<file path="src/arm_pkg.sv">
package arm_pkg;

    // memory sizes
    localparam int IMEM_WORDS = 64;
    localparam int DMEM_WORDS = 64;
    localparam int IMEM_AW = $clog2(IMEM_WORDS);
    localparam int DMEM_AW = $clog2(DMEM_WORDS);

    // datapath words
    typedef logic [31:0] word_t;
    // byte address into instruction memory
    typedef logic [7:0] pc_t;
    typedef logic [3:0] reg_idx_t;
    // n z c v, n on top
    typedef logic [3:0] flags_t;

    // sequential fetch increment
    localparam pc_t PC_STEP = 8'd4;

    // opcode field, bits 24..21
    typedef enum logic [3:0] {
        op_and = 4'b0000,
        op_eor = 4'b0001,
        op_sub = 4'b0010,
        op_add = 4'b0100,
        op_orr = 4'b1100,
        op_mov = 4'b1101
    } alu_op_e;

    // condition field, bits 31..28
    typedef enum logic [3:0] {
        cond_eq, cond_ne, cond_cs, cond_cc,
        cond_mi, cond_pl, cond_vs, cond_vc,
        cond_hi, cond_ls, cond_ge, cond_lt,
        cond_gt, cond_le, cond_al, cond_nv
    } cond_e;

    // class field, bits 27..25
    typedef enum logic [2:0] {
        cls_dp_reg   = 3'b000,
        cls_dp_imm   = 3'b001,
        cls_ldst_imm = 3'b010,
        cls_branch   = 3'b101
    } instr_class_e;

    // decode operand source
    typedef enum logic [1:0] {
        fwd_rf  = 2'b00,
        fwd_ex  = 2'b01,
        fwd_mem = 2'b10,
        fwd_wb  = 2'b11
    } fwd_sel_e;

endpackage

</file>
<file path="src/fetch_stage.sv">
module fetch_stage (
    input  logic                         clk,
    input  logic                         rst,
    input  logic                         stall,
    input  logic                         branch_taken,
    input  arm_pkg::pc_t                 branch_target,
    input  logic                         imem_we,
    input  logic [arm_pkg::IMEM_AW-1:0]  imem_addr,
    input  arm_pkg::word_t               imem_wdata,
    output logic                         if_valid,
    output arm_pkg::word_t               if_instr,
    output arm_pkg::pc_t                 if_pc_next
);
    import arm_pkg::*;

    word_t imem [IMEM_WORDS];
    pc_t pc;
    pc_t pc_plus;
    word_t fetched;

    // word aligned fetch, low two pc bits ignored
    assign pc_plus = pc + PC_STEP;
    assign fetched = imem[pc[IMEM_AW+1:2]];

    // program load port, used by the testbench under reset
    always_ff @(posedge clk)
    begin
        if (imem_we)
            imem[imem_addr] <= imem_wdata;
    end

    // taken branch wins, stall freezes the pc
    always_ff @(posedge clk)
    begin
        if (rst)
            pc <= '0;
        else if (branch_taken)
            pc <= branch_target;
        else if (!stall)
            pc <= pc_plus;
    end

    // IF/ID valid, cleared by a flush
    always_ff @(posedge clk)
    begin
        if (rst || branch_taken)
            if_valid <= 1'b0;
        else if (!stall)
            if_valid <= 1'b1;
    end

    // IF/ID payload
    always_ff @(posedge clk)
    begin
        if (!stall)
        begin
            if_instr <= fetched;
            if_pc_next <= pc_plus;
        end
    end

endmodule

</file>
<file path="config.mk">
export PLATFORM = sky130hd
export DESIGN_NAME = fetch_stage
export DESIGN_NICKNAME = d
export VERILOG_FILES = /design/src/arm_pkg.sv /design/src/fetch_stage.sv
export SDC_FILE = /design/constraint.sdc
export NUM_CORES = 2
export LEC_CHECK = 0
export BUFFER_PORTS_ARGS = -buffer_cell sky130_fd_sc_hd__buf_2
export CELL_PAD_IN_SITES_DETAIL_PLACEMENT = 0
export CELL_PAD_IN_SITES_GLOBAL_PLACEMENT = 1
export CORE_MARGIN = 3
export CORE_UTILIZATION = 50
export DETAILED_ROUTE_END_ITERATION = 7
export GPL_ROUTABILITY_DRIVEN = 1
export HOLD_SLACK_MARGIN = 0.08
export PLACE_DENSITY_LB_ADDON = 0.1
export SKIP_LAST_GASP = 1
export SYNTH_ARGS = -nofsm -noshare
export SYNTH_HDL_FRONTEND = slang
export SYNTH_SLANG_ARGS = --single-unit
</file>
<file path="constraint.sdc">
create_clock -name clk -period 3.3 [get_ports clk]
set_clock_uncertainty 0.05 [all_clocks]
set_input_delay 0.165 -clock clk [delete_from_list [all_inputs] [get_ports clk]]
set_output_delay 0.165 -clock clk [all_outputs]
set_load 0.05 [all_outputs]
</file>
==> summary.md <==
| Metric | Value |
|---|---|
| First-pass GRT wire length | `314800 microns` |
| Detailed placement HPWL | `127000 microns` |
| Initial antenna violation count | `17` |
| RSZ-0062 raised after global routing | `no` |
| Transition time of the tightest slew-check pin | `1.322 ns` |
| GRT Util Overall | `0.2736` |
| Synthesized area | `0.08022 sq mm` |
| Design area | `0.09334 sq mm` |
| TritonCTS buffer count | `206` |
| Dominant synthesized flop cell | `edfxtp_1` |
| Vias in the first global route | `41340` |
| Die Y | `406.5 microns` |
| Initial Util | `0.5047` |
| Clk root buf | `clkbuf_16` |
| Clk sinks | `2097` |
| Final core occ | `0.5873` |
| Nets | `4199` |
| Sequential area share after synthesis | `0.7839` |
| Synth top area cells | `edfxtp_1 78%, mux4_2 10%, mux2i_1 4.4%` |
| Post-DP Area | `0.08571 sq mm` |
| Largest net degree at the start of global routing | `70` |
| Die width | `406.5 microns` |
| HP Class | `in2reg` |
| Worst path required time | `3.77 ns` |
| Reg2Reg Launch Point | `pc[3]` |
| Slew Limit Fails | `0` |
| R2r worst-path depth | `6` |
| Max Cap Viol | `0` |
| Startpoint types | `flip-flop` |
| TritonCTS clock tree | `built` |
| Hold_sp | `imem_wdata[14]` |
| CORE AREA | `around 0.16 sq mm` |
| Drt total wl | `223500 microns` |
| Final period util | `0.9945` |
| Clk slew on worst S/H paths | `0.06 ns` |
| Row count | `146` |
| Setup Crit Path Kind | `reg2reg` |
| Routed vias/inst | `6.397` |
| Cell Pwr Density | `618.1 mW/mm^2` |
| DRT iter0 DRCs | `just over 5000` |
| Vias | `40962` |
| Status | `complete, no violations` |
| Critical R2R Capture | `if_instr[12]` |
| Die area | `0.1653 sq mm` |
| CP max FO | `31` |
| CP startpoint | `pc[3]` |
| # H-tree levels | `4` |
| Yosys warnings | `0` |
| Max clock buf depth | `3` |
| Slew margin rel. | `0.1187` |
| CP endpoint | `if_instr[12]` |
| Synth top area share | `0.7816` |
| Reg-to-reg slack, setup | `0.02 ns` |
| Post-synth EDFFs | `2088` |
| Port Buf Inserts | `91` |
| Library cells used by synthesis | `47` |
| Layout cells sized above 1 | `0.2641` |
| # DRC | `0` |
| Yosys top cell by area | `edfxtp_1` |
| Mean routed wirelength per cell | `34.91 microns` |
| Arrival @ worst endpoint | `3.75 ns` |
| I/O pin count | `92` |
| Yosys reg bits | `between 2000 and 2500` |
| Global route total overflow | `0` |
| Fin crit period | `3.282 ns` |
| Setup-failing EPs final | `0` |
| Hold Fails Final Rpt | `0` |
| CP Capture Type | `flip-flop` |
| Worst vdd ir | `0.5972 mV` |
| FMAX | `just over 0.3 GHz` |
| Mapped Cells | `3722` |
| Synth async-reset ratio | `0` |
| Clock Latency Late Sink | `0.82 ns` |
| DRT Pass-1 Iters | `5` |
| Syn_area_per_cell | `21.55 sq um` |
| Antenna viol nets, final | `0` |
| Lkg Pwr | `0.02903 uW` |
| Setup TNS | `0 ns` |
| Synthesized net count | `approximately 3800` |
| Synthesis-to-finish area growth | `16.36%` |
| Gpl congestion | `roughly 0.8` |
==> final cells by class <==
| class | count | area (sq um) |
|---|---|---|
| fillers | 11374 | 65580 |
| flip-flops and latches | 2097 | 62900 |
| multi-input cells | 1400 | 16650 |
| inverters | 5 | 18.77 |
| diodes | 7 | 17.52 |
| repair buffers | 437 | 4199 |
| well taps | 2072 | 2592 |
| clock buffers | 247 | 5458 |
| clock inverters | 138 | 1506 |
==> critical path, cell delays in order, from the launching register on <==
cell	delay [ns]
dfxtp_4	0.71
buf_12	0.33
buf_12	0.26
buf_4	0.24
mux4_2	0.32
a211oi_1	0.88
nor4_1	0.12
==> sequential cells by signal, indices dropped and copies added, names as in the netlist <==
name	flops
pc	8
if_pc_next	8
if_instr	32
imem	2048
if_valid	1
==> per-stage QoR <==
stage	std cells	power [uW]	hold WS [ns]	setup WS (ns)
global placement	5952	34030	0.3516	-0.3184
CTS	6396	58030	0.08091	-0.1392
detailed placement	5952	34110	0.3586	-0.2959
finish	6403	57690	0.1071	0.01810
floorplan	3722	32300	0.2139	0.4741
global route	6398	59310	0.1423	0.006885
==> per-layer routing <==
metal	GRT usage	routed length [microns]	vias up
li1	-	-	16547
met1	0.4019	93390	22309
met2	0.4375	107700	1794
met3	0.04072	17240	310
met4	0.06681	5137	2
met5	0	13	-
==> cells by family (layout without fill, tap and decap cells) <==
kind of cell,count (synthesis),count (layout),share of synthesized area
flops,2097,2097,0.7839
mux,722,722,0.1480
simple gates,294,294,0.01603
compound gates,376,376,0.03555
xor+xnor,7,7,0.0007643
other cells,0,7,0
fa+ha+maj,1,1,0.0001559
buf+inv,225,827,0.01564
==> repair_timing <==
item,4_1_cts,5_1_grt
setup endpoints to repair,9,3
buffers inserted,1,0
hold buffers,58,0
hold endpoints to repair,819,0
resized for setup,7,3
==> power by group <==
group	switching (uW)	internal (uW)	leakage, uW
Clock	9770	14300	0.00339
Combinational	2430	1440	0.00674
Sequential	167	29600	0.0189
Total	12400	45300	0.0290
==> Yosys cell counts, drive strengths merged, types with 6 or more instances <==
| library cell | instances |
|---|---|
| a21oi | 43 |
| dfxtp | 9 |
| a311oi | 11 |
| nor2 | 159 |
| buf | 145 |
| a211o | 7 |
| a22o | 26 |
| edfxtp | 2088 |
| o32ai | 7 |
| a221oi | 32 |
| a2111oi | 13 |
| o22ai | 31 |
| a211oi | 77 |
| o21ai | 13 |
| nor4 | 11 |
| mux4 | 371 |
| mux2i | 349 |
| a22oi | 49 |
| o221ai | 56 |
| xnor2 | 6 |
| clkbuf | 75 |
| nand3 | 11 |
| nand2 | 60 |
| nor2b | 25 |
==> how the worst min path moves through the flow <==
stage                              end  slack (ns)  cells past startpoint
final                     imem[43][14]        0.11                      1
after detailed placement         pc[1]        0.36                      3
after global placement           pc[0]        0.35                      3
after global routing       imem[45][0]        0.14                      1
after CTS                  imem[45][0]        0.08                      1
after floorplan             imem[0][0]        0.21                      0
==> cell usage in the layout (no fill, tap or decap), types with 5 or more instances in the layout <==
master,instances
buf_2,91
a22o_1,26
nor4_1,11
nand3_1,10
a21oi_1,43
o22ai_1,31
nand2_1,59
o32ai_1,7
o21ai_1,7
mux2i_1,349
mux4_2,371
buf_12,80
buf_4,208
nor2_1,95
a211oi_1,69
a22oi_1,49
clkinvlp_4,9
a211o_1,7
clkbuf_16,213
bufinv_16,33
clkinv_1,53
diode_2,7
nand2b_1,5
edfxtp_1,2088
clkbuf_1,34
nor2_4,63
xnor2_1,6
a221oi_1,32
a211oi_2,8
o21ai_0,6
a311oi_1,10
clkinv_2,38
o221ai_1,56
nor2b_1,22
dlygate4sd3_1,58
a2111oi_0,13
No activity file was read; power rests on OpenSTA's default activity.
