==> config.mk <==
export PLATFORM = sky130hd
export DESIGN_NAME = hazard_unit_flat
export DESIGN_NICKNAME = d
export VERILOG_FILES = /design/src/arm_pkg.sv /design/src/pipe_ifs.sv /design/src/hazard_unit.sv /design/src/flat_wrapper.sv
export SDC_FILE = /design/constraint.sdc
export NUM_CORES = 1
export LEC_CHECK = 0
export ABC_CLOCK_PERIOD_IN_PS = 2000
export BUFFER_PORTS_ARGS = -buffer_cell sky130_fd_sc_hd__buf_2
export CAP_MARGIN = 20
export CORE_AREA = 2 2 39 41
export DETAILED_ROUTE_END_ITERATION = 12
export DIE_AREA = 0 0 41 43
export PLACE_DENSITY_LB_ADDON = 0.15
export SLEW_MARGIN = 20
export SYNTH_ARGS = -nofsm -noshare
export SYNTH_HDL_FRONTEND = slang
export SYNTH_SLANG_ARGS = --single-unit
==> constraint.sdc <==
create_clock -name vclk -period 2
set_input_delay 0.1 -clock vclk [all_inputs]
set_output_delay 0.1 -clock vclk [all_outputs]
set_load 0.02 [all_outputs]
==> src/arm_pkg.sv <==
package arm_pkg;

    // memory sizes
    localparam int IMEM_WORDS = 64;
    localparam int DMEM_WORDS = 64;
    localparam int IMEM_AW = $clog2(IMEM_WORDS);
    localparam int DMEM_AW = $clog2(DMEM_WORDS);

    // datapath words
    typedef logic [31:0] word_t;
    // byte address into instruction memory
    typedef logic [7:0] pc_t;
    typedef logic [3:0] reg_idx_t;
    // n z c v, n on top
    typedef logic [3:0] flags_t;

    // sequential fetch increment
    localparam pc_t PC_STEP = 8'd4;

    // opcode field, bits 24..21
    typedef enum logic [3:0] {
        op_and = 4'b0000,
        op_eor = 4'b0001,
        op_sub = 4'b0010,
        op_add = 4'b0100,
        op_orr = 4'b1100,
        op_mov = 4'b1101
    } alu_op_e;

    // condition field, bits 31..28
    typedef enum logic [3:0] {
        cond_eq, cond_ne, cond_cs, cond_cc,
        cond_mi, cond_pl, cond_vs, cond_vc,
        cond_hi, cond_ls, cond_ge, cond_lt,
        cond_gt, cond_le, cond_al, cond_nv
    } cond_e;

    // class field, bits 27..25
    typedef enum logic [2:0] {
        cls_dp_reg   = 3'b000,
        cls_dp_imm   = 3'b001,
        cls_ldst_imm = 3'b010,
        cls_branch   = 3'b101
    } instr_class_e;

    // decode operand source
    typedef enum logic [1:0] {
        fwd_rf  = 2'b00,
        fwd_ex  = 2'b01,
        fwd_mem = 2'b10,
        fwd_wb  = 2'b11
    } fwd_sel_e;

endpackage

==> src/pipe_ifs.sv <==


// per-stage writer info for forwarding and load-use detection
interface stage_status_if;
    import arm_pkg::*;

    // write flags already include the stage valid
    logic ex_write, ex_load, mem_write, wb_write;
    reg_idx_t ex_dest, mem_dest, wb_dest;
    word_t ex_result, mem_result, wb_data;

    modport ex_side (output ex_dest, ex_write, ex_load, ex_result);
    modport mem_side (output mem_dest, mem_write, mem_result);
    modport wb_side (output wb_dest, wb_write, wb_data);
    modport hazard (input ex_dest, ex_write, ex_load, mem_dest, mem_write,
                    wb_dest, wb_write);
    modport forward (input ex_result, mem_result, wb_data);
endinterface

==> src/hazard_unit.sv <==
module hazard_unit (
    input  arm_pkg::reg_idx_t  ra,
    input  arm_pkg::reg_idx_t  rb,
    input  arm_pkg::reg_idx_t  rd_sel,
    input  logic               uses_b,
    input  logic               uses_d,
    stage_status_if.hazard     st,
    output arm_pkg::fwd_sel_e  sel_a,
    output arm_pkg::fwd_sel_e  sel_b,
    output arm_pkg::fwd_sel_e  sel_d,
    output logic               stall
);
    import arm_pkg::*;

    logic ex_hit_a, ex_hit_b, ex_hit_d;

    // youngest writer first: EX, then MEM, then WB
    function automatic fwd_sel_e src_for(input reg_idx_t r,
                                         input logic ex_w, input reg_idx_t ex_d,
                                         input logic mem_w, input reg_idx_t mem_d,
                                         input logic wb_w, input reg_idx_t wb_d);
        if (ex_w && ex_d == r)
            return fwd_ex;
        else if (mem_w && mem_d == r)
            return fwd_mem;
        else if (wb_w && wb_d == r)
            return fwd_wb;
        return fwd_rf;
    endfunction

    assign sel_a = src_for(ra, st.ex_write, st.ex_dest, st.mem_write, st.mem_dest,
                           st.wb_write, st.wb_dest);
    assign sel_b = src_for(rb, st.ex_write, st.ex_dest, st.mem_write, st.mem_dest,
                           st.wb_write, st.wb_dest);
    assign sel_d = src_for(rd_sel, st.ex_write, st.ex_dest, st.mem_write, st.mem_dest,
                           st.wb_write, st.wb_dest);

    // rn treated as always read, conservative for mov and branch
    assign ex_hit_a = st.ex_dest == ra;
    assign ex_hit_b = uses_b && (st.ex_dest == rb);
    assign ex_hit_d = uses_d && (st.ex_dest == rd_sel);

    // load data only exists after MEM, so wait one cycle
    assign stall = st.ex_load && st.ex_write && (ex_hit_a || ex_hit_b || ex_hit_d);

endmodule

==> src/flat_wrapper.sv <==
// flat-port wrapper written by rule: the top's interface ports become plain ports
module hazard_unit_flat import arm_pkg::*;
  (ra, rb, rd_sel, uses_b, uses_d, sel_a, sel_b, sel_d, stall, st_ex_dest, st_ex_write, st_ex_load, st_mem_dest, st_mem_write, st_wb_dest, st_wb_write);
  stage_status_if st_i ();
  input  arm_pkg::reg_idx_t ra;
  input  arm_pkg::reg_idx_t rb;
  input  arm_pkg::reg_idx_t rd_sel;
  input  logic uses_b;
  input  logic uses_d;
  output arm_pkg::fwd_sel_e sel_a;
  output arm_pkg::fwd_sel_e sel_b;
  output arm_pkg::fwd_sel_e sel_d;
  output logic stall;
  input wire logic [$bits(st_i.ex_dest)-1:0] st_ex_dest;
  input wire logic [$bits(st_i.ex_write)-1:0] st_ex_write;
  input wire logic [$bits(st_i.ex_load)-1:0] st_ex_load;
  input wire logic [$bits(st_i.mem_dest)-1:0] st_mem_dest;
  input wire logic [$bits(st_i.mem_write)-1:0] st_mem_write;
  input wire logic [$bits(st_i.wb_dest)-1:0] st_wb_dest;
  input wire logic [$bits(st_i.wb_write)-1:0] st_wb_write;
  assign st_i.ex_dest = st_ex_dest;
  assign st_i.ex_write = st_ex_write;
  assign st_i.ex_load = st_ex_load;
  assign st_i.mem_dest = st_mem_dest;
  assign st_i.mem_write = st_mem_write;
  assign st_i.wb_dest = st_wb_dest;
  assign st_i.wb_write = st_wb_write;
  hazard_unit u_core (.ra(ra), .rb(rb), .rd_sel(rd_sel), .uses_b(uses_b), .uses_d(uses_d), .st(st_i), .sel_a(sel_a), .sel_b(sel_b), .sel_d(sel_d), .stall(stall));
endmodule
==> results by group <==
Status
  • Run status: completed

Synth
  • Mapped cell area: 508 um2
  • Net Count, Synth: 100
  • Most common library cells after synthesis: xor2_1, nand2_1, nor3_1, nor2_1
  • Synth cell types: 12
  • Synthesized area per cell: 7.26 um2
  • Cell accounting for the most synthesized area: xor2_1
  • Simple-gate share of the synthesized area: 0.281
  • Area share of fa/ha/maj cells after synthesis: 0
  • Register area share after synthesis: 0
  • Post-synthesis compound-gate area fraction: 0.0911
  • Largest family of logic cells by synthesized area: XOR/XNOR gates
  • Mux contribution to synthesized area: 0
  • Most frequent cell after synthesis: xor2_1
  • Ys Warns: 0
  • Synth top area cells: xor2_1, nor4_2, nor3_1
  • Post-Synth XOR/XNOR Area: 0.621
  • Mapped Cells: 70
  • Top-area cell type share of the netlist area: 0.569

Clock tree
  • Post-CTS Resized: 0
  • Post-CTS setup buffer count: 0
  • CTS Hold Bufs: 0

Floorplanning
  • DIE AREA: 1760 um2
  • Cell Rows: 14
  • IO Count: 37
  • Initial Util: 0.367
  • Die outline height: 43 um
  • Die Wd: 41 um
  • Core Footprint: 1380 um2

Pwr
  • Leakage power: 0.361 nW
  • Worst ir drop on vdd: 0.0881 mV
  • Power density over the cells: 218 nW/um2

Critical path
  • Arrival time worst endpoint: 1130 ps
  • WP buf/inv: 2
  • CP required: 1900 ps
  • Max FO, Critical Path: 3
  • Crit end category: output pin
  • Worst setup path class: in -> out
  • Slowest stage delay, CP: 330 ps
  • CP Cell Sequence: buf_2 > xor2_1 > nor4_2 > a221oi_1 > nor2_1 > buf_2
  • Most frequent CP cell: buf_2
  • Crit-path slowest cell: nor4_2
  • Worst setup SP type: input pin
  • Top delay family on crit path: simple AND/OR/NAND/NOR gates

Layout
  • Share of layout cells above drive strength 1: 0.374
  • Final #Nets: 139
  • # diodes: 0
  • Synthesis-to-layout area growth: 40.4%
  • Sequential Area: 0 um2
  • Clock buffer count: 0
  • Seq cells: 0
  • Design area: 713 um2

Global route
  • Largest net degree at the start of global routing: 5
  • Initial antenna violation count: 0
  • First-pass GRT wire length: 2090 um
  • GR Overflow Total: 0
  • Tot GR Track Use: 0.164
  • Vias in the first global route: 538

Placement
  • Placed inst area: 713 um2
  • Gp weighted congestion: 0.785
  • Detail Placement HPWL: 1200 um
  • Port bufs: 37
  • Pre-CTS WS: 763 ps

Detailed routing
  • 1st-iter DRT viols: 3
  • Final Routed Wirelength: 1310 um
  • Vias: 568
  • Drt pass-1 iters: 4
  • Average wire per standard cell: 10.6 um
  • Via density: 4.62
  • Detailed-route DRC error count: 0
  • Post-DRT Antenna Nets: 0

Timing
  • RSZ-0062 raised after global routing: false
  • Hold Violations, Final: 0
  • Final Cycle Share: 0.617
  • TNS Setup: 0 ps
  • Minimum clock period: 1230 ps
  • Worst slew pin tran: 272 ps
  • Max Slew Vio Count: 0
  • Fmax: 811 MHz
  • Setup violations, final: 0
  • Slew Limit Headroom: 0.817
  • Worst setup margin: 766 ps

Job
  • Max-cap violations: 0

Worst hold path
  • Hold Crit Depth: 4
  • Min-delay worst type: in -> out
  • Hold path startpoint: st_ex_load
  • Hold path endpoint: stall
[tightest hold or removal path: cells and delay by family]
kind / cells / cell delay [ps]
and+or+nand+nor: 2 / 90
buffers and inverters: 2 / 240
[routing by layer]
| metal | wire length [um] | track usage |
|---|---|---|
| met5 | 0 | 0 |
| met4 | 0 | 0 |
| met3 | 71 | 0 |
| met2 | 671 | 0.303 |
| met1 | 565 | 0.212 |
[stage by stage]
stage | util | cells | power, mW | hold slack, ps
after global placement | 0.515 | 123 | 0.156 | 517
after global routing | 0.515 | 123 | 0.172 | 559
after floorplan | - | 70 | 0.0836 | 326
final | 0.515 | 123 | 0.156 | 522
after detailed placement | 0.515 | 123 | 0.156 | 523
after CTS | 0.515 | 123 | 0.157 | 524
[worst max path at each step]
stage | from | to | slack (ps) | depth (start not counted)
after global placement | rd_sel[0] | stall | 760 | 6
final | rd_sel[0] | stall | 770 | 6
after global routing | rd_sel[3] | sel_d[1] | 650 | 6
after CTS | rd_sel[0] | sel_d[1] | 760 | 6
after floorplan | rd_sel[0] | stall | 940 | 4
after detailed placement | rd_sel[0] | sel_d[1] | 760 | 6
[layout make-up]
type | instances | area (um2)
fillers | 163 | 671
inverters | 1 | 3.75
multi-input cells | 69 | 504
well taps | 16 | 20.0
repair buffers | 37 | 185
[kinds of logic after synthesis]
group                     after synthesis
xor gates and xnor gates               36
AOI/OAI and AO/OA                       7
and+or+nand+nor                        26
buffers and inverters                   1
[where the power goes]
| group | internal [mW] | total [mW] | leakage [nW] | switching, mW |
|---|---|---|---|---|
| registers | 0 | 0 | 0 | 0 |
| logic | 0.0694 | 0.156 | 0.361 | 0.0863 |
| clock network | 0 | 0 | 0 | 0 |
| total | 0.0694 | 0.156 | 0.361 | 0.0863 |
[placed cells by master, fill, tap and decap left out]
cell type and instances:
buf_2 37, xor2_1 33, nand2_1 7, nor3_1 6, nor2_1 4, and2_1 3, xnor2_1 3, nand3_1 3
nor4_2 3, o21ai_1 3, a21boi_1 3, inv_1 1, a221oi_1 1
Note: power is estimated with default switching activity, not from simulation.
