[src/arm_pkg.sv]
package arm_pkg;

    // memory sizes
    localparam int IMEM_WORDS = 64;
    localparam int DMEM_WORDS = 64;
    localparam int IMEM_AW = $clog2(IMEM_WORDS);
    localparam int DMEM_AW = $clog2(DMEM_WORDS);

    // datapath words
    typedef logic [31:0] word_t;
    // byte address into instruction memory
    typedef logic [7:0] pc_t;
    typedef logic [3:0] reg_idx_t;
    // n z c v, n on top
    typedef logic [3:0] flags_t;

    // sequential fetch increment
    localparam pc_t PC_STEP = 8'd4;

    // opcode field, bits 24..21
    typedef enum logic [3:0] {
        op_and = 4'b0000,
        op_eor = 4'b0001,
        op_sub = 4'b0010,
        op_add = 4'b0100,
        op_orr = 4'b1100,
        op_mov = 4'b1101
    } alu_op_e;

    // condition field, bits 31..28
    typedef enum logic [3:0] {
        cond_eq, cond_ne, cond_cs, cond_cc,
        cond_mi, cond_pl, cond_vs, cond_vc,
        cond_hi, cond_ls, cond_ge, cond_lt,
        cond_gt, cond_le, cond_al, cond_nv
    } cond_e;

    // class field, bits 27..25
    typedef enum logic [2:0] {
        cls_dp_reg   = 3'b000,
        cls_dp_imm   = 3'b001,
        cls_ldst_imm = 3'b010,
        cls_branch   = 3'b101
    } instr_class_e;

    // decode operand source
    typedef enum logic [1:0] {
        fwd_rf  = 2'b00,
        fwd_ex  = 2'b01,
        fwd_mem = 2'b10,
        fwd_wb  = 2'b11
    } fwd_sel_e;

endpackage

[src/reg_file.sv]
module reg_file (
    input  logic               clk,
    input  arm_pkg::reg_idx_t  ra,
    input  arm_pkg::reg_idx_t  rb,
    input  arm_pkg::reg_idx_t  rd_sel,
    input  logic               we,
    input  arm_pkg::reg_idx_t  wa,
    input  arm_pkg::word_t     wd,
    output arm_pkg::word_t     a_data,
    output arm_pkg::word_t     b_data,
    output arm_pkg::word_t     d_data
);
    import arm_pkg::*;

    word_t regs [16];

    // async reads; rn, rm and store data
    assign a_data = regs[ra];
    assign b_data = regs[rb];
    assign d_data = regs[rd_sel];

    // write back from MEM/WB
    always_ff @(posedge clk)
    begin
        if (we)
            regs[wa] <= wd;
    end

endmodule

[config.mk]
export PLATFORM = sky130hd
export DESIGN_NAME = reg_file
export DESIGN_NICKNAME = d
export VERILOG_FILES = /design/src/arm_pkg.sv /design/src/reg_file.sv
export SDC_FILE = /design/constraint.sdc
export NUM_CORES = 1
export LEC_CHECK = 0
export BUFFER_PORTS_ARGS = -buffer_cell sky130_fd_sc_hd__buf_2
export CAP_MARGIN = 0
export CORE_ASPECT_RATIO = 0.75
export CORE_MARGIN = 2
export CORE_UTILIZATION = 30
export CTS_BUF_LIST = sky130_fd_sc_hd__clkbuf_8 sky130_fd_sc_hd__clkbuf_16
export DETAILED_ROUTE_END_ITERATION = 8
export GPL_ROUTABILITY_DRIVEN = 1
export GPL_TIMING_DRIVEN = 0
export PLACE_DENSITY = 0.5
export SYNTH_ARGS = -nofsm -noshare
export SYNTH_HDL_FRONTEND = slang
export SYNTH_SLANG_ARGS = --single-unit
[constraint.sdc]
create_clock -name clk -period 3.8 [get_ports clk]
set_input_delay 0.19 -clock clk [delete_from_list [all_inputs] [get_ports clk]]
set_output_delay 0.19 -clock clk [all_outputs]
set_load 0.02 [all_outputs]
==> run summary, run 1 <==
Reg with most FFs: regs
Post-Layout Cell Count: 2820
Syn avg cell area: 19.76 um2
Clock buffer depth: 3
Vias in the first global route: 17410
Post-route cell area: 31790 um2
Fin crit period: 2.711 ns
Most used cell, CP: buf_2
Via count: 17000
Mapped cell area: 26630 um2
Fin crit share: 0.7134
Gates resized, CTS repair: 0
Setup slack after layout: 1.089 ns
Post-CTS setup buffer count: 0
Crit end category: output port
Yosys top cell by area: edfxtp_1
Rows: 94
WS Path Type: input pin to output port
Gr ovfl total: 0
Yosys reg bits: 512
Peak VDD IR: 305.9 uV
Synth cell count leaders: edfxtp_1, mux4_2, a22oi_1
Chip width: 348.1 um
Design Power: 14.07 mW
IO buf count: 139
Slowest stage cell, crit path: buf_1
Status: completed
Peak Freq: 368.9 MHz
Top-count cell post-synth: edfxtp_1
Pin count of the biggest net entering global routing: 21
Total CTS buffers: 56
Max incr delay on CP: 1.03 ns
Vias per Instance: 6.027
Max-cap viol count: 0
Biggest registers after layout: regs (512)
Pre-CTS setup slack: 1.181 ns
Worst-path cell chain: buf_2 -> buf_1 -> mux4_2 -> a22oi_1 -> nand2_1 -> buf_2
Starting Density: 0.3032
Top post-synthesis cells by area: edfxtp_1, mux4_2, a22oi_1
Fin. max-slew vios: 0
Filler cells: 8039
Register area share after synthesis: 0.5773
Async S/R FF share, synth: 0
Worst slew margin: 0.09991
Final wirelength: 96630 um
Placed insts: 2674
Worst setup SP type: input pin
Residual DRC: 0
I/O pin cnt: 146
Slew at the pin closest to its max-slew limit: 1.350 ns
Die area: 91200 um2
Wire per inst: 34.27 um
YS warnings: 0
Post-DP HPWL: 66150 um
First-pass GRT wire length: 132600 um
Area grow syn2layout: 19.37%
RSZ-0062 raised after global routing: false
All-Layer GR Usage: 0.2100
GPL Wtd Cong: 0.8121
Top FF cell, synth: edfxtp_1
Worst Path Arrival: 2.52 ns
Worst hold path class: input pin to register
Clock sinks: 512
Root Buffer: clkbuf_16
Final Net Count: 1662
Iter 0 DRT Violations: 2252
Final setup fails: 0
Leakage: 10.18 nW
Cts hold-fix bufs: 32
Pwr Density: 442.6 nW/um2
Initial antenna violation count: 12
Share of layout cells above drive strength 1: 0.4287
Net Count, Synth: 1398
CTS clock-pin slew for the worst setup and hold paths: 0.06 ns
CTS tree: yes
Crit Path Max Fanout: 10
Multi-input gate area: 10740 um2
Worst path required time: 3.61 ns
Core ar.: 87860 um2
Sequential Area: 15370 um2
Yosys cell types: 17
Synth top area share: 0.5773
Placed Instance Area: 29520 um2
Final antenna-violating net count: 0
1st-pass router iterations: 6
Syn Inst Count: 1348
Post-synth EDFFs: 512
Die Ht: 262.0 um
Max reg flops: 512
Endpoints failing hold: 0
H-tree depth: 2
-- critical path: cells and delay by family --
family	cells	cell delay, ns
buffers and inverters	3	1.52
multiplexers	1	0.46
AO/OA/AOI/OAI	1	0.21
AND/OR/NAND/NOR	1	0.13
-- cells by family (layout without fill, tap and decap cells) --
| logic type | Yosys count | after routing | share of synthesized area |
|---|---|---|---|
| compound gates | 192 | 192 | 0.05412 |
| buf+inv | 129 | 437 | 0.02372 |
| flops | 512 | 512 | 0.5773 |
| mux | 384 | 384 | 0.3247 |
| other cells | 0 | 12 | 0 |
| simple gates | 131 | 131 | 0.02020 |
-- worst paths after layout --
| check | start | end | slack (ns) | cells past startpoint |
|---|---|---|---|---|
| worst max-delay path | rd_sel[1] | d_data[14] | 1.09 | 6 |
| worst min-delay path | wa[1] | regs[8][11] | 0.08 | 2 |
-- routing by layer --
| metal | part of all wire | vias to the layer above | routed length, um | track usage |
|---|---|---|---|---|
| met3 | 0.098 | 205 | 9429 | 0.05578 |
| met5 | 0.00064 | - | 62 | 0 |
| met1 | 0.42 | 9145 | 40480 | 0.2911 |
| met2 | 0.45 | 1028 | 43260 | 0.3175 |
| li1 | - | 6608 | - | - |
| met4 | 0.035 | 10 | 3404 | 0.08009 |
-- layout by cell type (no fill, tap or decap) --
cell type      instances
nand3_1                1
buf_2                158
mux4_2               384
a22oi_1              192
clkinv_2              13
nand2b_1               2
inv_6                  1
diode_2               12
clkbuf_16             58
nor2_4                12
buf_6                 17
clkbuf_1              51
bufinv_16             10
edfxtp_1             512
clkinv_8               1
nand3b_1               2
nand2_1               97
and2_1                 3
buf_16                13
dlygate4sd3_1         32
nor2_1                 3
or3b_2                 1
nor3_2                 4
clkinvlp_4             2
clkinv_1              15
buf_4                 31
nor2b_1                6
buf_1                 28
buf_12                 5
inv_1                  2
-- power by group --
part,switching [mW],internal (mW)
sequential,0.0648,6.34
combinational,1.12,0.726
clock,2.40,3.43
total,3.58,10.5
-- area by class of cell --
cell class / count / share of cell area
Clock inverter: 44 / 0.01476
Tap cell: 1152 / 0.04533
Sequential cell: 512 / 0.4836
Multi-Input combinational cell: 707 / 0.3377
Clock buffer: 58 / 0.04565
Timing Repair Buffer: 206 / 0.05214
Antenna cell: 12 / 0.0009445
Buffer: 129 / 0.01987
-- through the flow --
stage	util	setup TNS, ns	hold WS, ns
after floorplan	-	0	0.2889
after global placement	0.3275	-678.71	0.5703
after detailed placement	0.3360	0	0.5775
after CTS	0.3615	0	0.05172
after global routing	0.3615	0	0.08103
final	0.3619	0	0.08179
No activity file was read; power rests on OpenSTA's default activity.
==> run 2, diff against run 1 <==
==> constraint.sdc (replaced) <==
create_clock -name clk -period 2.8 [get_ports clk]
set_input_delay 0.14 -clock clk [delete_from_list [all_inputs] [get_ports clk]]
set_output_delay 0.14 -clock clk [all_outputs]
set_load 0.02 [all_outputs]
==> run 2 against run 1 <==
Effect of this change: utilization shrank 0.31 points; worst hold slack gained 0.11 ns; critical path depth is the same; critical path type unchanged; global-route usage shrank 0.29 points; first-iteration DRC count grew 10%; sequential power grew 36%.
==> run summary, run 2 (synthesis results as in run 1) <==
Pin count of the biggest net entering global routing: 18 (-14%)
Worst slew margin: 0.1025 (+0.002541)
Via count: 16950 (-0.28%)
Worst path required time: 2.66 ns (-0.95 ns)
Biggest registers after layout: regs (512)
Vias per Instance: 6.070 (+0.72%)
Most frequent cells in the layout: edfxtp_1, mux4_2, a22oi_1
Leakage: 10.07 nW (-1.1%)
Initial antenna violation count: 3 (-9)
Worst Path Arrival: 2.49 ns (-0.03 ns)
Reg with most FFs: regs
Critical Path Stages: 6 (unchanged)
Slowest stage cell, crit path: buf_1
Area grow syn2layout: 18.35%
Placed Instance Area: 29540 um2 (about the same)
CTS clock-pin slew for the worst setup and hold paths: 0.06 ns (about the same)
WHS: 0.1917 ns (+0.1099 ns)
H-tree depth: 2 (unchanged)
Crit Path Max Fanout: 10 (unchanged)
Core ar.: 87860 um2 (unchanged)
Fin crit share: 0.9381
Max incr delay on CP: 0.88 ns (-0.15 ns)
Worst hold path class: input pin to register
Max reg flops: 512 (unchanged)
Crit path max-delay family: buffers and inverters
Wire per inst: 33.91 um (-1.0%)
Slew at the pin closest to its max-slew limit: 1.346 ns (-0.003812 ns)
Share of layout cells above drive strength 1: 0.4210 (-0.007756)
Iter 0 DRT Violations: 2485 (+10%)
Starting Density: 0.3032 (unchanged)
Most common cell after layout, fill and taps aside: edfxtp_1
Post-route cell area: 31520 um2 (-0.85%)
1st-pass router iterations: 8 (+2)
WS Path Type: input pin to output port
Worst-path cell chain: buf_2 -> buf_1 -> mux4_2 -> a22oi_1 -> nand2_1 -> buf_2
Final setup fails: 0 (unchanged)
Endpoints failing hold: 0 (unchanged)
Final wirelength: 94670 um (-2.0%)
Root Buffer: clkbuf_16
Max-cap viol count: 0 (unchanged)
Most used cell, CP: buf_2
Rows: 94 (unchanged)
Die Ht: 262.0 um (unchanged)
Crit end category: output port
GPL Wtd Cong: 0.8065 (-0.69%)
Clock buffer depth: 3 (unchanged)
All-Layer GR Usage: 0.2071 (-0.002909)
Status: completed
Worst setup SP type: input pin
Pwr Density: 576.6 nW/um2 (+30%)
Vias in the first global route: 17540 (+0.74%)
Worst hold path stage count: 2 (unchanged)
First-pass GRT wire length: 131900 um (-0.55%)
Total CTS buffers: 53 (-5.4%)
Gates resized, CTS repair: 0 (unchanged)
Worst Path Buf+Inv: 3 (unchanged)
IO buf count: 139 (unchanged)
Fin crit period: 2.627 ns
Peak Freq: 380.7 MHz
Final Net Count: 1651 (-0.66%)
Fin. max-slew vios: 0 (unchanged)
RSZ-0062 raised after global routing: false
I/O pin cnt: 146 (unchanged)
Residual DRC: 0 (unchanged)
CTS tree: yes
Final antenna-violating net count: 0 (unchanged)
Clock sinks: 512 (unchanged)
Die area: 91200 um2 (unchanged)
Gr ovfl total: 0 (unchanged)
Post-DP HPWL: 66030 um (-0.19%)
Chip width: 348.1 um (unchanged)
Filler cells: 8114 (+0.93%)
Peak VDD IR: 445.6 uV (+46%)
[run 2: cell types whose count changed in the layout (fill, tap and decap cells not counted), moves of 3 or more]
cell | previous run | this run
bufinv_16 | 10 | 6
nor3_4 | 0 | 4
buf_6 | 17 | 2
diode_2 | 12 | 1
nor3_2 | 4 | 0
inv_1 | 2 | 9
clkbuf_16 | 58 | 53
buf_8 | 0 | 3
buf_12 | 5 | 9
clkinv_1 | 15 | 11
[run 2: per-layer routing]
metal,vias to the layer above,part of all wire,track usage
met2,1081,0.44,0.3098
li1,6572,-,-
met5,-,0.00048,0
met1,9130,0.43,0.3020
met3,159,0.10,0.04679
met4,6,0.028,0.06181
[run 2: timing repair]
action,CTS,global route
hold buffers,32,0
hold endpoints to repair,512,0
buffers inserted,0,0
[run 2: metrics by stage]
stage | instances | TNS [ns] | utilization | setup WS [ns] | power (mW)
floorplan | 1348 | 0 | - | 0.3520 | 10.28
global placement | 2639 | -844.34 | 0.3277 | -1.930 | 11.23
detailed placement | 2666 | 0 | 0.3363 | 0.1857 | 11.31
CTS | 2791 | 0 | 0.3588 | 0.1801 | 18.29
global route | 2791 | 0 | 0.3588 | 0.1638 | 18.71
finish | 2792 | 0 | 0.3588 | 0.1732 | 18.17
[run 2: power by group]
part / switching, mW / internal (mW) / leakage [nW]
Clock: 3.03 / 3.96 / 0.858
Sequential: 0.0882 / 8.60 / 4.63
Combinational: 1.51 / 0.985 / 4.58
[run 2: path summary, 6_finish.rpt]
kind                  start          to  slack, ns
worst max-delay path  ra[1]  a_data[16]       0.17
worst min-delay path  wa[1]  regs[0][2]       0.19
[run 2: area by class of cell]
cell class	count	area, um2	area share
Sequential cell	512	15370	0.4877
Antenna cell	1	2.502	0.00007938
Clock buffer	53	1326	0.04207
Multi-Input combinational cell	707	10760	0.3414
Tap cell	1152	1441	0.04573
Timing Repair Buffer	198	1654	0.05247
Buffer	129	631.9	0.02004
Clock inverter	40	329.1	0.01044
