File: src/arm_pkg.sv
package arm_pkg;

    // memory sizes
    localparam int IMEM_WORDS = 64;
    localparam int DMEM_WORDS = 64;
    localparam int IMEM_AW = $clog2(IMEM_WORDS);
    localparam int DMEM_AW = $clog2(DMEM_WORDS);

    // datapath words
    typedef logic [31:0] word_t;
    // byte address into instruction memory
    typedef logic [7:0] pc_t;
    typedef logic [3:0] reg_idx_t;
    // n z c v, n on top
    typedef logic [3:0] flags_t;

    // sequential fetch increment
    localparam pc_t PC_STEP = 8'd4;

    // opcode field, bits 24..21
    typedef enum logic [3:0] {
        op_and = 4'b0000,
        op_eor = 4'b0001,
        op_sub = 4'b0010,
        op_add = 4'b0100,
        op_orr = 4'b1100,
        op_mov = 4'b1101
    } alu_op_e;

    // condition field, bits 31..28
    typedef enum logic [3:0] {
        cond_eq, cond_ne, cond_cs, cond_cc,
        cond_mi, cond_pl, cond_vs, cond_vc,
        cond_hi, cond_ls, cond_ge, cond_lt,
        cond_gt, cond_le, cond_al, cond_nv
    } cond_e;

    // class field, bits 27..25
    typedef enum logic [2:0] {
        cls_dp_reg   = 3'b000,
        cls_dp_imm   = 3'b001,
        cls_ldst_imm = 3'b010,
        cls_branch   = 3'b101
    } instr_class_e;

    // decode operand source
    typedef enum logic [1:0] {
        fwd_rf  = 2'b00,
        fwd_ex  = 2'b01,
        fwd_mem = 2'b10,
        fwd_wb  = 2'b11
    } fwd_sel_e;

endpackage

File: src/pipe_ifs.sv
// decoded instruction, ID/EX register contents
interface exec_bus_if;
    import arm_pkg::*;

    logic valid;
    word_t op_a;
    word_t op_b;
    word_t store_data;
    reg_idx_t dest;
    alu_op_e alu_op;
    logic set_flags;
    logic is_load;
    logic is_store;
    logic reg_write;

    modport decode (output valid, op_a, op_b, store_data, dest, alu_op,
                    set_flags, is_load, is_store, reg_write);
    modport execute (input valid, op_a, op_b, store_data, dest, alu_op,
                     set_flags, is_load, is_store, reg_write);
endinterface

// per-stage writer info for forwarding and load-use detection
interface stage_status_if;
    import arm_pkg::*;

    // write flags already include the stage valid
    logic ex_write, ex_load, mem_write, wb_write;
    reg_idx_t ex_dest, mem_dest, wb_dest;
    word_t ex_result, mem_result, wb_data;

    modport ex_side (output ex_dest, ex_write, ex_load, ex_result);
    modport mem_side (output mem_dest, mem_write, mem_result);
    modport wb_side (output wb_dest, wb_write, wb_data);
    modport hazard (input ex_dest, ex_write, ex_load, mem_dest, mem_write,
                    wb_dest, wb_write);
    modport forward (input ex_result, mem_result, wb_data);
endinterface

File: src/execute_stage.sv
module execute_stage (
    input  logic               clk,
    input  logic               rst,
    exec_bus_if.execute        ex,
    stage_status_if.ex_side    st,
    output arm_pkg::flags_t    flags,
    output arm_pkg::word_t     mem_addr,
    output arm_pkg::word_t     mem_wdata,
    output logic               mem_load,
    output logic               mem_store,
    output arm_pkg::reg_idx_t  mem_dest,
    output logic               mem_write,
    output logic               mem_valid
);
    import arm_pkg::*;

    word_t result;
    flags_t alu_flags;
    logic [32:0] sum;

    // alu; logic ops keep c and v
    always_comb
    begin
        sum = '0;
        alu_flags = flags;
        case (ex.alu_op)
            op_and: result = ex.op_a & ex.op_b;
            op_eor: result = ex.op_a ^ ex.op_b;
            op_orr: result = ex.op_a | ex.op_b;
            op_add:
            begin
                sum = {1'b0, ex.op_a} + {1'b0, ex.op_b};
                result = sum[31:0];
                alu_flags[1] = sum[32];
                alu_flags[0] = (ex.op_a[31] == ex.op_b[31]) && (result[31] != ex.op_a[31]);
            end
            op_sub:
            begin
                // carry out of a + ~b + 1 is not-borrow
                sum = {1'b0, ex.op_a} + {1'b0, ~ex.op_b} + 33'd1;
                result = sum[31:0];
                alu_flags[1] = sum[32];
                alu_flags[0] = (ex.op_a[31] != ex.op_b[31]) && (result[31] != ex.op_a[31]);
            end
            default: result = ex.op_b;
        endcase
        alu_flags[3] = result[31];
        alu_flags[2] = (result == '0);
    end

    // status register
    always_ff @(posedge clk)
    begin
        if (rst)
            flags <= '0;
        else if (ex.valid && ex.set_flags)
            flags <= alu_flags;
    end

    // EX view for the hazard unit and decode forwarding
    assign st.ex_dest = ex.dest;
    assign st.ex_write = ex.valid && ex.reg_write;
    assign st.ex_load = ex.valid && ex.is_load;
    assign st.ex_result = result;

    // EX/MEM register
    always_ff @(posedge clk)
    begin
        if (rst)
        begin
            mem_valid <= 1'b0;
            mem_load <= 1'b0;
            mem_store <= 1'b0;
            mem_write <= 1'b0;
        end
        else
        begin
            mem_valid <= ex.valid;
            mem_load <= ex.valid && ex.is_load;
            mem_store <= ex.valid && ex.is_store;
            mem_write <= ex.valid && ex.reg_write;
        end
        mem_addr <= result;
        mem_wdata <= ex.store_data;
        mem_dest <= ex.dest;
    end

endmodule

File: src/flat_wrapper.sv
// flat-port wrapper written by rule: the top's interface ports become plain ports
module execute_stage_flat import arm_pkg::*;
  (clk, rst, flags, mem_addr, mem_wdata, mem_load, mem_store, mem_dest, mem_write, mem_valid, ex_valid, ex_op_a, ex_op_b, ex_store_data, ex_dest, ex_alu_op, ex_set_flags, ex_is_load, ex_is_store, ex_reg_write, st_ex_dest, st_ex_write, st_ex_load, st_ex_result);
  exec_bus_if ex_i ();
  stage_status_if st_i ();
  input  logic clk;
  input  logic rst;
  output arm_pkg::flags_t flags;
  output arm_pkg::word_t mem_addr;
  output arm_pkg::word_t mem_wdata;
  output logic mem_load;
  output logic mem_store;
  output arm_pkg::reg_idx_t mem_dest;
  output logic mem_write;
  output logic mem_valid;
  input wire logic [$bits(ex_i.valid)-1:0] ex_valid;
  input wire logic [$bits(ex_i.op_a)-1:0] ex_op_a;
  input wire logic [$bits(ex_i.op_b)-1:0] ex_op_b;
  input wire logic [$bits(ex_i.store_data)-1:0] ex_store_data;
  input wire logic [$bits(ex_i.dest)-1:0] ex_dest;
  input wire logic [$bits(ex_i.alu_op)-1:0] ex_alu_op;
  input wire logic [$bits(ex_i.set_flags)-1:0] ex_set_flags;
  input wire logic [$bits(ex_i.is_load)-1:0] ex_is_load;
  input wire logic [$bits(ex_i.is_store)-1:0] ex_is_store;
  input wire logic [$bits(ex_i.reg_write)-1:0] ex_reg_write;
  output wire logic [$bits(st_i.ex_dest)-1:0] st_ex_dest;
  output wire logic [$bits(st_i.ex_write)-1:0] st_ex_write;
  output wire logic [$bits(st_i.ex_load)-1:0] st_ex_load;
  output wire logic [$bits(st_i.ex_result)-1:0] st_ex_result;
  assign ex_i.valid = ex_valid;
  assign ex_i.op_a = ex_op_a;
  assign ex_i.op_b = ex_op_b;
  assign ex_i.store_data = ex_store_data;
  assign ex_i.dest = ex_dest;
  assign ex_i.alu_op = ex_alu_op;
  assign ex_i.set_flags = ex_set_flags;
  assign ex_i.is_load = ex_is_load;
  assign ex_i.is_store = ex_is_store;
  assign ex_i.reg_write = ex_reg_write;
  assign st_ex_dest = st_i.ex_dest;
  assign st_ex_write = st_i.ex_write;
  assign st_ex_load = st_i.ex_load;
  assign st_ex_result = st_i.ex_result;
  execute_stage u_core (.clk(clk), .rst(rst), .ex(ex_i), .st(st_i), .flags(flags), .mem_addr(mem_addr), .mem_wdata(mem_wdata), .mem_load(mem_load), .mem_store(mem_store), .mem_dest(mem_dest), .mem_write(mem_write), .mem_valid(mem_valid));
endmodule
File: config.mk
export PLATFORM = sky130hd
export DESIGN_NAME = execute_stage_flat
export DESIGN_NICKNAME = d
export VERILOG_FILES = /design/src/arm_pkg.sv /design/src/pipe_ifs.sv /design/src/execute_stage.sv /design/src/flat_wrapper.sv
export SDC_FILE = /design/constraint.sdc
export NUM_CORES = 1
export LEC_CHECK = 0
export BUFFER_PORTS_ARGS = -buffer_cell sky130_fd_sc_hd__buf_2
export CORE_MARGIN = 10
export CORE_UTILIZATION = 58
export CTS_CLUSTER_DIAMETER = 150
export DETAILED_ROUTE_END_ITERATION = 7
export PLACE_DENSITY = 0.85
export REMOVE_ABC_BUFFERS = 1
export SLEW_MARGIN = 20
export SYNTH_ARGS = -nofsm -noshare
export SYNTH_HDL_FRONTEND = slang
export SYNTH_SLANG_ARGS = --single-unit
File: constraint.sdc
create_clock -name clk -period 7.5 [get_ports clk]
set_input_delay 0.375 -clock clk [delete_from_list [all_inputs] [get_ports clk]]
set_output_delay 0.375 -clock clk [all_outputs]
set_load 0.01 [all_outputs]
==> results of run 1 <==
==> through the flow <==
| step | instance area (sq um) | cells | worst slack (ns) | hold WS [ns] | total power (uW) |
|---|---|---|---|---|---|
| floorplan | 7550 | 976 | 3.07 | 0.403 | 812 |
| global placement | 8920 | 1378 | 2.06 | 0.435 | 1030 |
| detailed placement | 8920 | 1378 | 1.95 | 0.444 | 1030 |
| CTS | 9200 | 1394 | 2.30 | 0.114 | 1450 |
| global route | 9210 | 1396 | 2.02 | 0.115 | 1530 |
| finish | 9210 | 1396 | 2.13 | 0.116 | 1470 |
==> kinds of logic after synthesis <==
group	after synthesis	share of synthesized area, %
DFF	76	19.1
adders and majority gates	107	17.0
muxes	7	0.879
AOI/OAI and AO/OA	373	32.5
and+or+nand+nor	291	18.5
xor gates and xnor gates	15	1.65
buffers and inverters	174	10.4
==> power by group through the flow <==
stage                     Sequential, uW  Clock (uW)  Combinational (uW)
after floorplan                      474           0                 338
after global placement               453           0                 572
after detailed placement             455           0                 579
after CTS                            446         422                 583
after global routing                 449         438                 644
final                                446         419                 602
==> cells in the final DEF (no fill, tap or decap), types with 8 or more instances in the layout <==
cell type,Yosys,layout
a2111oi_0,8,8
o211ai_1,9,9
xnor2_1,14,14
o21ai_0,60,60
a21oi_1,110,110
nor4_1,14,14
a221oi_1,16,16
a21o_1,16,16
nand2_1,66,66
buf_2,10,224
inv_1,105,105
or2_2,8,8
clkbuf_16,0,9
nor2b_1,11,11
a211oi_1,11,11
nor3_1,27,26
nand4_1,9,9
nand3_1,17,17
nand2b_1,13,13
dfxtp_1,76,76
nor2_1,81,81
o21bai_1,11,11
o22ai_1,19,19
and2_1,10,10
o31ai_1,12,12
ha_1,105,105
==> routing by layer <==
metal	part of all wire [%]	up-vias	track usage, %
met3	13	130	6.59
met2	45	739	49.3
met4	4.5	0	13.1
met5	0	-	0
li1	-	4118	-
met1	37	4074	37.8
==> flip-flops by register name, summed over array words and instances (netlist names) <==
name,cells
u_core.mem_addr,32
u_core.mem_wdata,32
u_core.flags,4
u_core.mem_dest,4
u_core.mem_load,1
u_core.mem_store,1
u_core.mem_valid,1
u_core.mem_write,1
==> worst register-to-register path, delay by kind of cell, from the launching register on <==
family          cells  cell delay (ns)
compound gates      1             0.11
flops               1             0.34
simple gates        1             0.07
==> area by class of cell <==
| cell class | instances | area, sq um |
|---|---|---|
| multi-input combinational | 793 | 5640 |
| fill | 1179 | 4140 |
| sequential | 76 | 1520 |
| timing repair buffer | 226 | 1140 |
| inverter | 107 | 402 |
| clock buffer | 9 | 225 |
| tap | 176 | 220 |
| clock inverter | 7 | 58.8 |
| antenna | 2 | 5.00 |
==> cell usage after synthesis, types with 17 or more instances <==
library cell / number
a21oi_1: 110
ha_1: 105
inv_1: 105
nor2_1: 81
dfxtp_1: 76
nand2_1: 66
o21ai_0: 60
clkbuf_1: 28
nor3_1: 27
o22ai_1: 19
nand3_1: 17
==> worst min path at each step <==
stage                           start              endpoint  slack (ns)  cells past startpoint
finish               ex_store_data[3]   u_core.mem_wdata[3]        0.12                      1
global route        ex_store_data[21]  u_core.mem_wdata[21]        0.11                      1
CTS                  ex_store_data[3]   u_core.mem_wdata[3]        0.11                      1
detailed placement    u_core.flags[3]       u_core.flags[3]        0.44                      2
global placement      u_core.flags[0]       u_core.flags[0]        0.43                      2
floorplan                  ex_dest[0]    u_core.mem_dest[0]        0.40                      0
==> results.ini, run 1 <==
[worst_setup_path]
r2r-start=u_core.flags[0]
crit_end=u_core.flags[2]
reg2reg_to=u_core.flags[0]
start_kind=input port
crit_start=ex_alu_op[2]
worstPathArrival_ns=5.66
crit_fanout=35
crit_path_end_kind=flop
cp_slowest_cell=nor2_1
cp.depth=13
critical_path_class=input port to flop
r2r_slack_ns=6.92
crit_family=simple AND/OR/NAND/NOR gates
r2r_cells=2
slowest_delay_ns=0.77
crit_chain=buf_2 > nor2_1 > a22oi_1 > a22oi_1 > o21ai_0 > nor4_1 > or4b_1 > or4_1 > a2111oi_0 > nand4b_1 > or4_1 > or4_1 > o21ai_2
crit_buf_inv=1
critPathRequiredTime_ns=7.79
crit_top_cell=or4_1

[yosys]
ys_seq_elements=76
synth_top_area_share_pct=19.1
synth_warnings=0
syn_avg_cell_area_sq_um=7.65
syn_inst=1043
ys.flop_type=dfxtp_1
syn_area_sq_um=7970
netlist_top_cells_area=dfxtp_1 19%, ha_1 16%, a21oi_1 6.9%
async_reset_ff_share_pct=0
synth_cell_types=98
yosys.area.top_type=dfxtp_1
yosysSeqAreaShare_pct=19.1
synth_edf_count=0

[grt]
grt_pass1_vias=8450
grt_max_degree=42
grt_overflow=0
antenna_found_initial=2
grt_pass1_wl_um=45500
grt_util_all_layers_pct=30.3

[power]
power.density_nw_per_um2=159
irDropWorstVdd_mv=0.0969
p_leak_uw=0.00443
p_int_uw=885
p_comb_share_pct=41.0
p_switching_uw=582
switching_share_pct=39.7
p_seq_share_pct=30.4
clkPwrFrac_pct=28.6

[route]
wl_per_cell_um=21.7
drt-total-wl_um=30400
ant_nets=0
viasPerCell=6.49
drcViolationCount=0
num_vias=9061
dr.pass1.iters=6
drt_iter0_drc=1473

[sta]
finClkSkew_ns=0
min_period_ns=5.37
worst_slew_pin_slew_ns=0.961
finalSetupViolCount=0
relSlewSlack_pct=35.7
fin_tns_setup_ns=0
hold_violations=0
rsz0062_at_grt=false
fmax_mhz=186
slew_viol_final=0
finalCritPeriodShare_pct=71.6

[hold_path]
hold_path_class=input port to flop

[die]
die_w_um=137
rows=42
chipHeight_um=137
core_sq_um=13300
io_pins=225
initial_utilization_pct=59.7
die_area_sq_um=18800

[finish]
drive_gt1_share_pct=24.2
synthToLayoutAreaGrowth_pct=15.4
layout.nets=1431
final_core_util_pct=69.0

[job]
maxCapViolCount=0

[outcome]
outcome=completed

[clock_network]
clock-sinks=76
cts_setup_buffers=0
clkLatencyLatePin_ns=0.35
cts_tree=done
clkTransAtPathRegs_ns=0.07
clockBufferDepth=2
root_buffer=clkbuf_16
cts_buffers=9
ctsHoldBuffers=0
cts-htree-levels=3
ctsResizeCount=0

[placement]
gp_congestion=1.05
dp_hpwl_um=23400
port_buffers=224

No activity file was read; power rests on OpenSTA's default activity.
==> run 2, diff against run 1 <==
- CORE_UTILIZATION: 58 -> 49
- PLACE_DENSITY: 0.85 -> 0.76
- clock period: 7.5 -> 4.65 ns (I/O delays scaled with it)
==> results.ini, run 2 (synthesized netlist as in run 1, its figures left out) <==
[outcome]
outcome=completed  ; unchanged

[job]
maxCapViolCount=0  ; unchanged

[grt]
grt_pass1_vias=9186  ; was 8,450
grt_pass1_wl_um=51600  ; was 45,500 um
grt_overflow=0  ; unchanged
grt_max_degree=29  ; was 42
antenna_found_initial=1  ; was 2
grt_util_all_layers_pct=29.5  ; was 30.3%

[route]
num_vias=9559  ; was 9,061
ant_nets=0  ; unchanged
dr.pass1.iters=5  ; was 6
drt_iter0_drc=1098  ; was 1,473
viasPerCell=6.07  ; was 6.49
drcViolationCount=0  ; unchanged
drt-total-wl_um=33900  ; was 30,400 um
wl_per_cell_um=21.5  ; was 21.7 um

[sta]
finalCritPeriodShare_pct=94.7
slew_viol_final=0  ; unchanged
fmax_mhz=227
finalSetupViolCount=0  ; unchanged
rsz0062_at_grt=false  ; unchanged
finClkSkew_ns=0  ; unchanged
worst_slew_pin_slew_ns=0.881  ; was 0.961 ns
relSlewSlack_pct=41.3  ; was 35.7%
min_period_ns=4.41
timing.hold.ws_ns=0.00550  ; was 0.116 ns
hold_violations=0  ; unchanged
fin_ws_ns=0.244  ; was 2.13 ns

[clock_network]
cts_setup_buffers=0  ; unchanged
clkTransAtPathRegs_ns=0.06  ; was 0.07 ns
clock-sinks=76  ; unchanged
root_buffer=clkbuf_16  ; unchanged
clockBufferDepth=2  ; unchanged
cts_buffers=9  ; unchanged
cts_tree=done  ; unchanged
clkLatencyLatePin_ns=0.34  ; was 0.35 ns
cts-htree-levels=3  ; unchanged

[die]
die_w_um=148  ; was 137 um
io_pins=225  ; unchanged
die_area_sq_um=21800  ; was 18,800 sq um
chipHeight_um=148  ; was 137 um
initial_utilization_pct=50.0  ; was 59.7%
rows=46  ; was 42
core_sq_um=15900  ; was 13,300 sq um

[finish]
layout.nets=1571  ; was 1,431
instances_no_fill=1575  ; was 1,396
final_common_cell=buf_2  ; unchanged
synthToLayoutAreaGrowth_pct=30.6  ; was 15.4%
final_cell_mix=224 x buf_2, 110 x a21oi_1, 108 x buf_4, 105 x inv_1, 105 x ha_1  ; was 224 x buf_2, 110 x a21oi_1, 105 x inv_1, 105 x ha_1, 81 x nor2_1
top_regs=u_core.mem_addr: 32 flops, u_core.mem_wdata: 32 flops  ; unchanged
drive_gt1_share_pct=29.6  ; was 24.2%

[power]
p_leak_uw=0.00509  ; was 0.00443 uW
power.density_nw_per_um2=246  ; was 159 nW/um^2
irDropWorstVdd_mv=0.176  ; was 0.0969 mV

[placement]
port_buffers=224  ; unchanged
preCtsSetupSlack_ns=-0.263  ; was 1.95 ns
dp.cells=1525  ; was 1,378
gp_congestion=1.03  ; was 1.05
dp_hpwl_um=26600  ; was 23,400 um

[worst_setup_path]
crit_path_end_kind=flop  ; unchanged
worstPathArrival_ns=4.68  ; was 5.66 ns
critPathRequiredTime_ns=4.93  ; was 7.79 ns
crit_fanout=6  ; was 35
critical_path_class=input port to flop  ; unchanged
start_kind=input port  ; unchanged

[hold_path]
hold_path_class=input port to flop  ; unchanged

run 2: power breakdown:
group / switching [uW] / total, uW / internal [uW]
logic: 658 / 1120 / 457
registers: 12.9 / 719 / 707
clock network: 296 / 729 / 433
total: 967 / 2560 / 1600
run 2: what timing repair did:
item                                    CTS  global route
endpoints found under the setup margin    0             1
resized for setup                         0             2
hold endpoints to repair                 33             0
hold buffers                             33             0
run 2: worst paths after layout:
path / startpoint / slack, ns / cells after the start / endpoint
worst max-delay path: ex_op_b[7] / 0.24 / 15 / u_core.flags[2]
worst max register to register: u_core.flags[0] / 4.02 / 2 / u_core.flags[0]
worst min register to register: u_core.flags[1] / 0.47 / 2 / u_core.flags[1]
worst min-delay path: ex_dest[3] / 0.005 / 1 / u_core.mem_dest[3]
run 2: metal layers:
| layer | share of wire, % | GRT usage, % | vias to the layer above |
|---|---|---|---|
| met1 | 39 | 35.8 | 4381 |
| met3 | 11 | 7.05 | 111 |
| met4 | 4.5 | 13.7 | 0 |
| met5 | 0 | 0 | - |
| li1 | - | - | 4400 |
| met2 | 45 | 48.2 | 667 |
run 2: critical path: stages:
cell,delay (ns)
buf_2,0.11
inv_1,0.06
ha_1,0.37
or3_4,0.40
or3_4,0.35
a211oi_2,0.35
or4b_4,0.22
o2111ai_2,0.14
o21ai_0,0.31
nor3_1,0.09
o32a_1,0.37
or4_1,0.57
or4_1,0.57
or4_1,0.44
o21ai_2,0.12
run 2: cell type report:
| cell class | instances | area [sq um] |
|---|---|---|
| diodes | 1 | 2.50 |
| clock buffers | 11 | 243 |
| clock inverters | 5 | 60.1 |
| fillers | 1414 | 5530 |
| inverters | 107 | 402 |
| multi-input cells | 793 | 5640 |
| flip-flops and latches | 76 | 1520 |
| well taps | 216 | 270 |
| repair buffers | 366 | 2280 |
run 2: through the flow:
step           area (sq um)  utilization, %  setup TNS (ns)  total power (uW)
6_report              10400            65.3               0              2560
2_1_floorplan          7550               -               0              1310
4_1_cts               10400            65.3               0              2540
3_3_place_gp           9780            61.3          -0.303              1790
5_1_grt               10400            65.3               0              2680
3_5_place_dp           9780            61.3          -0.263              1790
